### src/packer_pkg.sv
//////////////////////////////
// stream packer constants
// widths, lane count and packing ratio
// shared by the RTL and the testbench
//////////////////////////////
package packer_pkg;

    // narrow side, one byte per beat
    localparam int slim_w = 8;

    // wide side, one packed word
    localparam int wide_w = 32;

    // narrow beats per wide word
    localparam int ratio = wide_w / slim_w;

    // one keep bit per byte of the wide word
    localparam int keep_w = wide_w / 8;

    // number of width combiners
    localparam int num_lanes = 4;

    // lane or destination number
    localparam int lane_w = $clog2(num_lanes);

    // byte-slot counter inside a combiner
    localparam int cnt_w = $clog2(ratio);

    // this packer is only built for a 4:1 ratio with byte beats;
    // the slot-to-byte mapping in the combiner follows from that
    localparam bit ratio_ok = (ratio == 4) && (slim_w == 8);

    // lane used as the round-robin start point after reset,
    // so lane 0 is searched first
    localparam int rr_reset_lane = num_lanes - 1;

endpackage

### src/lane_dispatch.sv
//////////////////////////////
// lane dispatch
// steers each narrow beat to the combiner
// named by its destination field
//////////////////////////////
`timescale 1ns/1ps

module lane_dispatch (
    // narrow input handshake
    input  logic                               in_valid,
    output logic                               in_ready,
    input  logic [packer_pkg::lane_w-1:0]      in_dest,

    // one valid/ready pair per combiner
    output logic [packer_pkg::num_lanes-1:0]   slim_valid,
    input  logic [packer_pkg::num_lanes-1:0]   slim_ready
);

    // selected lane as a one-hot mask
    logic [packer_pkg::num_lanes-1:0] dest_hot;

    // decode of the destination field
    always_comb begin
        for (int n = 0; n < packer_pkg::num_lanes; n++) begin
            dest_hot[n] = (in_dest == packer_pkg::lane_w'(n));
        end
    end

    // only the chosen combiner sees the beat
    always_comb begin
        for (int n = 0; n < packer_pkg::num_lanes; n++) begin
            slim_valid[n] = in_valid && dest_hot[n];
        end
    end

    // the source stalls only on the lane it is
    // writing to, other lanes may be busy draining
    always_comb begin
        in_ready = 1'b0;
        for (int n = 0; n < packer_pkg::num_lanes; n++) begin
            if (dest_hot[n]) begin
                in_ready = slim_ready[n];
            end
        end
    end

    // data, last and user fan out directly in the top
    // level, nothing of the payload passes through here

endmodule

### src/width_combiner.sv
//////////////////////////////
// width combiner
// packs four byte beats into one 32-bit word,
// first beat in the top byte, with keep/last/user
//////////////////////////////
`timescale 1ns/1ps

module width_combiner (
    input  logic                                clock,
    input  logic                                rst_n,

    // narrow side
    input  logic                                slim_valid,
    output logic                                slim_ready,
    input  logic [packer_pkg::slim_w-1:0]       slim_data,
    input  logic                                slim_last,
    input  logic                                slim_user,

    // wide side
    output logic                                wide_valid,
    input  logic                                wide_ready,
    output logic [packer_pkg::wide_w-1:0]       wide_data,
    output logic [packer_pkg::keep_w-1:0]       wide_keep,
    output logic                                wide_last,
    output logic                                wide_user
);

    // slot of the next byte, 0 is the top byte
    logic [packer_pkg::cnt_w-1:0]   cnt;

    // word under collection
    logic [packer_pkg::wide_w-1:0]  col_data;
    logic [packer_pkg::keep_w-1:0]  col_keep;

    // collection word with the current beat merged in
    logic [packer_pkg::wide_w-1:0]  merge_data;
    logic [packer_pkg::keep_w-1:0]  merge_keep;

    logic                           accept;
    logic                           close;

    // free when nothing is held, or the held word
    // leaves in this same cycle
    assign slim_ready = !wide_valid || wide_ready;

    assign accept = slim_valid && slim_ready;

    // word ends on the fourth byte or on a packet's last beat
    assign close = accept &&
                   (slim_last || cnt == packer_pkg::cnt_w'(packer_pkg::ratio - 1));

    // place the beat into its byte and blank bytes
    // that never got written in this word
    always_comb begin
        merge_data = col_data;
        merge_keep = col_keep;
        for (int b = 0; b < packer_pkg::keep_w; b++) begin
            // byte b is filled by slot ratio-1-b
            if (cnt == packer_pkg::cnt_w'(packer_pkg::ratio - 1 - b)) begin
                merge_data[b*packer_pkg::slim_w +: packer_pkg::slim_w] = slim_data;
                merge_keep[b] = 1'b1;
            end
            if (!merge_keep[b]) begin
                merge_data[b*packer_pkg::slim_w +: packer_pkg::slim_w] = '0;
            end
        end
    end

    // control state
    always_ff @(posedge clock) begin
        if (!rst_n) begin
            cnt        <= '0;
            col_keep   <= '0;
            wide_valid <= 1'b0;
        end else begin
            if (wide_valid && wide_ready) begin
                wide_valid <= 1'b0;
            end
            if (accept) begin
                if (close) begin
                    // restart with an empty keep mask
                    cnt        <= '0;
                    col_keep   <= '0;
                    wide_valid <= 1'b1;
                end else begin
                    cnt      <= cnt + 1'b1;
                    col_keep <= merge_keep;
                end
            end
        end
    end

    // collection bytes, stale ones are masked by keep
    always_ff @(posedge clock) begin
        if (accept) begin
            col_data <= merge_data;
        end
    end

    // output word, held until the drain takes it
    always_ff @(posedge clock) begin
        if (close) begin
            wide_data <= merge_data;
            wide_keep <= merge_keep;
            wide_last <= slim_last;
            // user of the closing beat
            wide_user <= slim_user;
        end
    end

endmodule

### src/lane_drain.sv
//////////////////////////////
// lane drain
// round-robin merge of the combiner words
// onto one output tagged with its lane
//////////////////////////////
`timescale 1ns/1ps

module lane_drain (
    input  logic                                                clock,
    input  logic                                                rst_n,

    // flattened combiner outputs, lane n in slice n
    input  logic [packer_pkg::num_lanes-1:0]                    wide_valid,
    output logic [packer_pkg::num_lanes-1:0]                    wide_ready,
    input  logic [packer_pkg::num_lanes*packer_pkg::wide_w-1:0] wide_data,
    input  logic [packer_pkg::num_lanes*packer_pkg::keep_w-1:0] wide_keep,
    input  logic [packer_pkg::num_lanes-1:0]                    wide_last,
    input  logic [packer_pkg::num_lanes-1:0]                    wide_user,

    // merged output
    output logic                                                out_valid,
    input  logic                                                out_ready,
    output logic [packer_pkg::wide_w-1:0]                       out_data,
    output logic [packer_pkg::keep_w-1:0]                       out_keep,
    output logic [packer_pkg::lane_w-1:0]                       out_lane,
    output logic                                                out_last,
    output logic                                                out_user
);

    logic [packer_pkg::lane_w-1:0] last_served;
    logic [packer_pkg::lane_w-1:0] grant;
    logic                          locked;
    logic [packer_pkg::lane_w-1:0] pick;
    logic [packer_pkg::lane_w-1:0] sel;

    // search starts one past the last lane served and wraps
    always_comb begin
        logic [packer_pkg::lane_w-1:0] cand;
        logic                          found;
        pick  = last_served;
        found = 1'b0;
        for (int i = 1; i <= packer_pkg::num_lanes; i++) begin
            cand = last_served + packer_pkg::lane_w'(i);
            if (!found && wide_valid[cand]) begin
                pick  = cand;
                found = 1'b1;
            end
        end
    end

    // a stalled word keeps its lane
    assign sel = locked ? grant : pick;

    assign out_valid = wide_valid[sel];
    assign out_data  = wide_data[sel*packer_pkg::wide_w +: packer_pkg::wide_w];
    assign out_keep  = wide_keep[sel*packer_pkg::keep_w +: packer_pkg::keep_w];
    assign out_last  = wide_last[sel];
    assign out_user  = wide_user[sel];
    assign out_lane  = sel;

    // ready goes back only to the granted lane
    always_comb begin
        wide_ready      = '0;
        wide_ready[sel] = out_ready;
    end

    always_ff @(posedge clock) begin
        if (!rst_n) begin
            last_served <= packer_pkg::lane_w'(packer_pkg::rr_reset_lane);
            grant       <= '0;
            locked      <= 1'b0;
        end else if (out_valid && out_ready) begin
            last_served <= sel;
            locked      <= 1'b0;
        end else if (out_valid) begin
            grant  <= sel;
            locked <= 1'b1;
        end
    end

endmodule

### src/stream_packer_top.sv
//////////////////////////////
// stream packer top
// dispatch, four combiners and the drain
//////////////////////////////
`timescale 1ns/1ps

module stream_packer_top (
    input  logic                              clock,
    input  logic                              rst_n,

    // narrow input stream
    input  logic                              in_valid,
    output logic                              in_ready,
    input  logic [packer_pkg::slim_w-1:0]     in_data,
    input  logic [packer_pkg::lane_w-1:0]     in_dest,
    input  logic                              in_last,
    input  logic                              in_user,

    // packed output stream
    output logic                              out_valid,
    input  logic                              out_ready,
    output logic [packer_pkg::wide_w-1:0]     out_data,
    output logic [packer_pkg::keep_w-1:0]     out_keep,
    output logic [packer_pkg::lane_w-1:0]     out_lane,
    output logic                              out_last,
    output logic                              out_user
);

    logic [packer_pkg::num_lanes-1:0]                    slim_valid;
    logic [packer_pkg::num_lanes-1:0]                    slim_ready;
    logic [packer_pkg::num_lanes-1:0]                    wide_valid;
    logic [packer_pkg::num_lanes-1:0]                    wide_ready;
    logic [packer_pkg::num_lanes*packer_pkg::wide_w-1:0] wide_data;
    logic [packer_pkg::num_lanes*packer_pkg::keep_w-1:0] wide_keep;
    logic [packer_pkg::num_lanes-1:0]                    wide_last;
    logic [packer_pkg::num_lanes-1:0]                    wide_user;

    lane_dispatch i_dispatch (
        .in_valid   (in_valid),
        .in_ready   (in_ready),
        .in_dest    (in_dest),
        .slim_valid (slim_valid),
        .slim_ready (slim_ready)
    );

    // payload is shared, only valid is steered
    for (genvar n = 0; n < packer_pkg::num_lanes; n++) begin : g_lane
        width_combiner i_comb (
            .clock      (clock),
            .rst_n      (rst_n),
            .slim_valid (slim_valid[n]),
            .slim_ready (slim_ready[n]),
            .slim_data  (in_data),
            .slim_last  (in_last),
            .slim_user  (in_user),
            .wide_valid (wide_valid[n]),
            .wide_ready (wide_ready[n]),
            .wide_data  (wide_data[n*packer_pkg::wide_w +: packer_pkg::wide_w]),
            .wide_keep  (wide_keep[n*packer_pkg::keep_w +: packer_pkg::keep_w]),
            .wide_last  (wide_last[n]),
            .wide_user  (wide_user[n])
        );
    end

    lane_drain i_drain (
        .clock      (clock),
        .rst_n      (rst_n),
        .wide_valid (wide_valid),
        .wide_ready (wide_ready),
        .wide_data  (wide_data),
        .wide_keep  (wide_keep),
        .wide_last  (wide_last),
        .wide_user  (wide_user),
        .out_valid  (out_valid),
        .out_ready  (out_ready),
        .out_data   (out_data),
        .out_keep   (out_keep),
        .out_lane   (out_lane),
        .out_last   (out_last),
        .out_user   (out_user)
    );

endmodule

### config.mk
export PLATFORM = sky130hd
export DESIGN_NAME = stream_packer_top
export DESIGN_NICKNAME = d
export VERILOG_FILES = /design/src/packer_pkg.sv /design/src/lane_dispatch.sv /design/src/width_combiner.sv /design/src/lane_drain.sv /design/src/stream_packer_top.sv
export SDC_FILE = /design/constraint.sdc
export NUM_CORES = 1
export LEC_CHECK = 0
export BUFFER_PORTS_ARGS = -buffer_cell sky130_fd_sc_hd__buf_4
export CORE_MARGIN = 1
export CORE_UTILIZATION = 40
export CTS_BUF_LIST = sky130_fd_sc_hd__clkbuf_4
export DETAILED_ROUTE_END_ITERATION = 7
export PLACE_DENSITY = 0.6
export SETUP_SLACK_MARGIN = 0.1
export SLEW_MARGIN = 10
export SYNTH_ARGS = -nofsm -noshare
export SYNTH_HDL_FRONTEND = slang
export SYNTH_SLANG_ARGS = --single-unit
### constraint.sdc
create_clock -name clock -period 5.15 [get_ports clock]
set_input_delay 0.2575 -clock clock [delete_from_list [all_inputs] [get_ports clock]]
set_output_delay 0.2575 -clock clock [all_outputs]
set_load 0.01 [all_outputs]
==> qor.csv, run 1 <==
metric;value;unit
status;complete, no violations;
CP endpoint kind;primary output;
Synth top area share;65.3;%
Flop pwr share;52.4;%
# resized after CTS;0;
Core Region;31600;µm²
dpl hpwl;20.4;mm
Largest delay share family, worst path;buffers and inverters;
FF+latch count, synth;313;
Longest Clk Path Bufs;3;
Setup crit start;i_drain.last_served[1];
RSZ-0062 raised after global routing;no;
Mapped Nets;986;
Die X;181;µm
cts bufs inserted;82;
filler cell count;2767;
final net count;1066;
CP Cell Sequence;nand2_1 > a311oi_1 > a21boi_4 > inv_2 > buf_12 > nand2_1 > and3_1 > a31oi_1 > buf_4;
Max Fclk;266;MHz
worst setup path end;out_data[30];
Total Routing Usage GR;20.9;%
Mapped Avg Cell Area;13.5;µm²
post-synth top area cell;edfxtp_1;
leak pwr;0.00544;µW
Tcrit/Tclk final;72.9;%
net switching power figure;1380;µW
clock network fraction of total power;38.5;%
r2r setup slk;1630;ps
critical path type;flop to primary output;
crit path DAT;3500;ps
Detailed Routing Iterations Pass 1;5;
Final Max Slew Viols;0;
Pwr Density;367;nW/µm²
worst r2r dst;g_lane[0].i_comb.wide_keep[0];
CP max FO;41;
via count;8387;
Routed WL per cell;22.3;µm
Slowest-stage cell, CP;inv_2;
min Tclk post-route;3760;ps
Overflow after GRT;0;
Synth area leaders;edfxtp_1 (65%), a22o_1 (8.7%), dfxtp_1 (5.1%);
Reg2Reg Depth;9;
VDD IR max;0.174;mV
Clock Skew;66.3;ps
Util after Layout;46.5;%
Iter 0 DRT Violations;716;
Area growth, synth to finish;14.3;%
number of I/O pins;58;
FF-to-FF Start;i_drain.last_served[1];
synth warn;0;
CTS tree;yes;
worst setup margin;1390;ps
routability cong.;0.850;
Port Buf Inserts;57;
Cells after Synth;954;
clock-pin slew on the worst setup and hold paths;50;ps
hold buffer count at CTS;5;
largest net degree at the start of global routing;82;
Setup Slack @ Placement;1660;ps
most used cell, CP;nand2_1;
worst hold path type;input pin to flop;
Internal;4020;µW
clk root buf;clkbuf_4;
ys async rst share;0;%
Worst-Margin Slew;1230;ps
die extent in y;181;µm
Post-synth EDFFs;280;
clock sink count;313;
final hold vios;0;
slew margin rel.;17.9;%
number of remaining DRC errors;0;
Sw Share;25.6;%
final WL;33.6;mm
sequential share of the synthesized area;70.4;%
Cells after DPL;1347;
latest clock arrival within the worst-skew pair;700;ps
global-route wire length before repair;51.2;mm
CP Depth;9;
Core Rows;65;
CTS H-tree lvls;3;
Top FF cell, synth;edfxtp_1;
CP bufs+invs;3;
postcts setup bufs;0;
ANT nets after route;0;
required time worst endpoint;4890;ps
Via density;5.58;
fraction of layout cells with a size suffix above 1;20.4;%
full die area;32900;µm²
combinational share of power;9.1;%
initial antenna violation count;1;
number of global-route vias before repair;8298;
max_cap viols;0;
Total Negative Setup Slacks;0;ps
Non-Filler Instances;1504;
final setup violation count;0;
slowest stage delay, CP;610;ps
CP Launch Type;flop;
synth unique cells;42;
mapped cell area;12900;µm²
initial core utilization;40.7;%
## worst min-delay path by stage
stage | startpoint | to | cells past startpoint
6_report | in_dest[1] | g_lane[1].i_comb.wide_valid | 4
5_1_grt | in_dest[1] | g_lane[1].i_comb.wide_valid | 4
4_1_cts | in_dest[1] | g_lane[1].i_comb.wide_valid | 4
3_5_place_dp | g_lane[1].i_comb.col_keep[0] | g_lane[1].i_comb.col_keep[0] | 2
3_3_place_gp | g_lane[1].i_comb.col_keep[0] | g_lane[1].i_comb.col_keep[0] | 2
2_1_floorplan | in_last | g_lane[0].i_comb.wide_last | 0
## logic make-up after synthesis
| family | Yosys count | share of synthesized area [%] |
|---|---|---|
| flip-flops | 313 | 70.4 |
| AND/OR/NAND/NOR | 301 | 10.7 |
| AO/OA/AOI/OAI | 216 | 13.4 |
| buffers and inverters | 95 | 2.82 |
| adder cells (fa/ha/maj) | 16 | 1.55 |
| multiplexers | 13 | 1.12 |
## area by class of cell
class | instances | area (µm²) | area share, %
antenna | 1 | 2.50 | 0.0170
clock buffer | 113 | 848 | 5.77
clock inverter | 38 | 165 | 1.12
inverter | 19 | 73.8 | 0.502
multi-input combinational | 546 | 3490 | 23.7
sequential | 313 | 9070 | 61.6
tap | 402 | 503 | 3.42
timing repair buffer | 72 | 566 | 3.84
## cell usage after synthesis, types with 10 or more instances
cell type / number
ha_1: 16
or2_2: 19
nor2_1: 30
a31oi_1: 46
nand2_1: 169
nand3_1: 10
o21ai_0: 14
inv_1: 17
nor2b_1: 15
dfxtp_1: 33
mux2i_1: 11
edfxtp_1: 280
and3_1: 40
clkbuf_1: 66
a22o_1: 128
## stage by stage
| stage | power [µW] | hold slack, ps | area, µm² |
|---|---|---|---|
| after floorplan | 3150 | 356 | 12900 |
| after global placement | 3370 | 438 | 13600 |
| after detailed placement | 3370 | 438 | 13600 |
| after CTS | 5460 | 29.0 | 14700 |
| after global routing | 5630 | 40.8 | 14700 |
| final | 5400 | 91.1 | 14700 |
## tightest hold or removal path: cells and delay by family
kind | cells | cell delay (ps)
AND/OR/NAND/NOR | 2 | 290
AO/OA/AOI/OAI | 1 | 70
buffers and inverters | 1 | 100
## sequential cells by signal (all words and copies together), names as in the netlist, 4 cells and up
signal	cells
g_lane.i_comb.col_data	128
g_lane.i_comb.wide_data	128
g_lane.i_comb.wide_last	4
g_lane.i_comb.wide_valid	4
g_lane.i_comb.wide_keep	16
g_lane.i_comb.cnt	8
g_lane.i_comb.wide_user	4
g_lane.i_comb.col_keep	16
## power by group through the flow
stage	Combinational (µW)	Sequential [µW]	Clock, µW
5_1_grt	530	2840	2270
2_1_floorplan	272	2880	0
3_5_place_dp	489	2890	0
4_1_cts	494	2830	2130
3_3_place_gp	486	2880	0
6_report	490	2830	2080
## layout by cell type (no fill, tap or decap), types with 3 or more instances in the layout
| cell | instances |
|---|---|
| edfxtp_1 | 280 |
| clkinv_2 | 4 |
| a21boi_0 | 5 |
| nor3_1 | 4 |
| clkinv_1 | 28 |
| inv_1 | 17 |
| nand3_1 | 10 |
| ha_1 | 16 |
| nor2b_1 | 15 |
| a22o_1 | 128 |
| nor2_1 | 28 |
| mux2i_1 | 11 |
| or2_2 | 19 |
| and3_1 | 40 |
| inv_2 | 3 |
| nand2b_1 | 7 |
| dfxtp_1 | 33 |
| nand2_1 | 169 |
| buf_4 | 66 |
| clkbuf_4 | 113 |
| a21oi_1 | 7 |
| a31oi_1 | 46 |
| dlygate4sd3_1 | 5 |
| o21ai_0 | 14 |
## metal layers
layer | routed length (µm) | global-route usage, % | part of all wire [%]
met3 | 2320 | 5.29 | 6.9
met4 | 854 | 7.90 | 2.5
met1 | 14900 | 28.1 | 44
met5 | 0 | 0 | 0
met2 | 15500 | 32.6 | 46
Note: power is estimated with default switching activity, not from simulation.
==> run 2, diff against run 1 <==
Clock period 5.15 ns to 3.55 ns, I/O delays scaled along.
==> qor.csv, run 2 (synthesized netlist as in run 1, its figures left out) <==
metric;value;unit
largest net degree at the start of global routing;49;
cts bufs inserted;81;
Via density;5.59;
Iter 0 DRT Violations;650;
most frequent cells in the layout;edfxtp_1 (280), nand2_1 (168), clkbuf_4 (129);
ANT nets after route;0;
Longest Clk Path Bufs;3;
VDD IR max;0.296;mV
Max Fclk;306;MHz
commonest non-fill, non-tap cell in the layout;edfxtp_1;
RSZ-0062 raised after global routing;no;
global-route wire length before repair;51.5;mm
crit path DAT;3090;ps
status;complete, no violations;
initial core utilization;40.7;%
routability cong.;0.816;
max_cap viols;0;
latest clock arrival within the worst-skew pair;710;ps
CP Launch Type;flop;
WHS;70.0;ps
Overflow after GRT;0;
biggest regs;g_lane.i_comb.col_data: 128 flops, g_lane.i_comb.wide_data: 128 flops;
initial antenna violation count;1;
Clock Skew;70.8;ps
min Tclk post-route;3260;ps
Setup Slack @ Placement;700;ps
Worst-Margin Slew;869;ps
CTS H-tree lvls;3;
Tcrit/Tclk final;92.0;%
worst setup margin;285;ps
final WL;33.8;mm
Area growth, synth to finish;16.0;%
Cells after DPL;1354;
clock-pin slew on the worst setup and hold paths;70;ps
worst hold path type;input pin to flop;
Non-Filler Instances;1509;
number of remaining DRC errors;0;
number of global-route vias before repair;8414;
r2r setup slk;580;ps
Core Rows;65;
critical path type;flop to primary output;
Die X;181;µm
final setup violation count;0;
Total Routing Usage GR;20.8;%
Core Region;31600;µm²
Design Power;8050;µW
clock sink count;313;
final net count;1076;
postcts setup bufs;0;
Final Max Slew Viols;0;
Total Negative Setup Slacks;0;ps
CTS tree;yes;
Pwr Density;539;nW/µm²
Routed WL per cell;22.4;µm
via count;8428;
Detailed Routing Iterations Pass 1;5;
die extent in y;181;µm
slew margin rel.;41.9;%
final hold vios;0;
required time worst endpoint;3370;ps
full die area;32900;µm²
CP max FO;26;
CP endpoint kind;primary output;
Port Buf Inserts;57;
number of I/O pins;58;
leak pwr;0.00555;µW
fraction of layout cells with a size suffix above 1;22.5;%
clk root buf;clkbuf_4;
dpl hpwl;20.6;mm
-- run 2: metal layers --
metal / wire (µm) / track usage (%) / up-vias
met5: 0 / 0 / -
met4: 712 / 7.39 / 0
met3: 1930 / 4.13 / 51
met2: 16000 / 33.5 / 275
met1: 15100 / 28.2 / 4280
li1: - / - / 3822
-- run 2: report_power, final --
part | leakage (µW) | internal, µW | switching (µW)
Sequential | 0.00285 | 4080 | 29.5
Clock | 0.000650 | 1720 | 1480
Combinational | 0.00204 | 265 | 477
-- run 2: cell type report --
class,instances,area (µm²)
inverters,19,80.1
flip-flops and latches,313,9070
fillers,2739,16700
clock inverters,16,104
repair buffers,83,707
diodes,1,2.50
multi-input cells,546,3500
clock buffers,129,968
well taps,402,503
-- run 2: repair_timing --
action,CTS,global route
gates resized for setup,1,4
endpoints found under the hold margin,35,0
hold buffers,9,0
endpoints found under the setup margin,2,11
-- run 2: critical path, cell delays in order, from the launching register on --
cell	delay [ps]
dfxtp_1	440
nand2_1	140
a311oi_2	410
a21boi_4	110
inv_2	280
buf_6	300
nand2_1	90
and3_1	190
a31oi_1	260
buf_4	190
-- run 2: through the flow --
stage | instance area (µm²) | utilization [%]
finish | 14900 | 47.2
global route | 14900 | 47.2
CTS | 14900 | 47.2
detailed placement | 13800 | 43.5
global placement | 13800 | 43.5
floorplan | 12900 | -
-- run 2: path summary, 6_finish.rpt --
check / from / end / cells past startpoint
setup / recovery: g_lane[3].i_comb.wide_valid / out_data[20] / 9
setup reg to reg: g_lane[1].i_comb.wide_valid / g_lane[2].i_comb.col_data[22] / 6
hold reg to reg: g_lane[1].i_comb.col_keep[0] / g_lane[1].i_comb.col_keep[0] / 2
hold / removal: in_data[0] / g_lane[2].i_comb.col_data[8] / 2
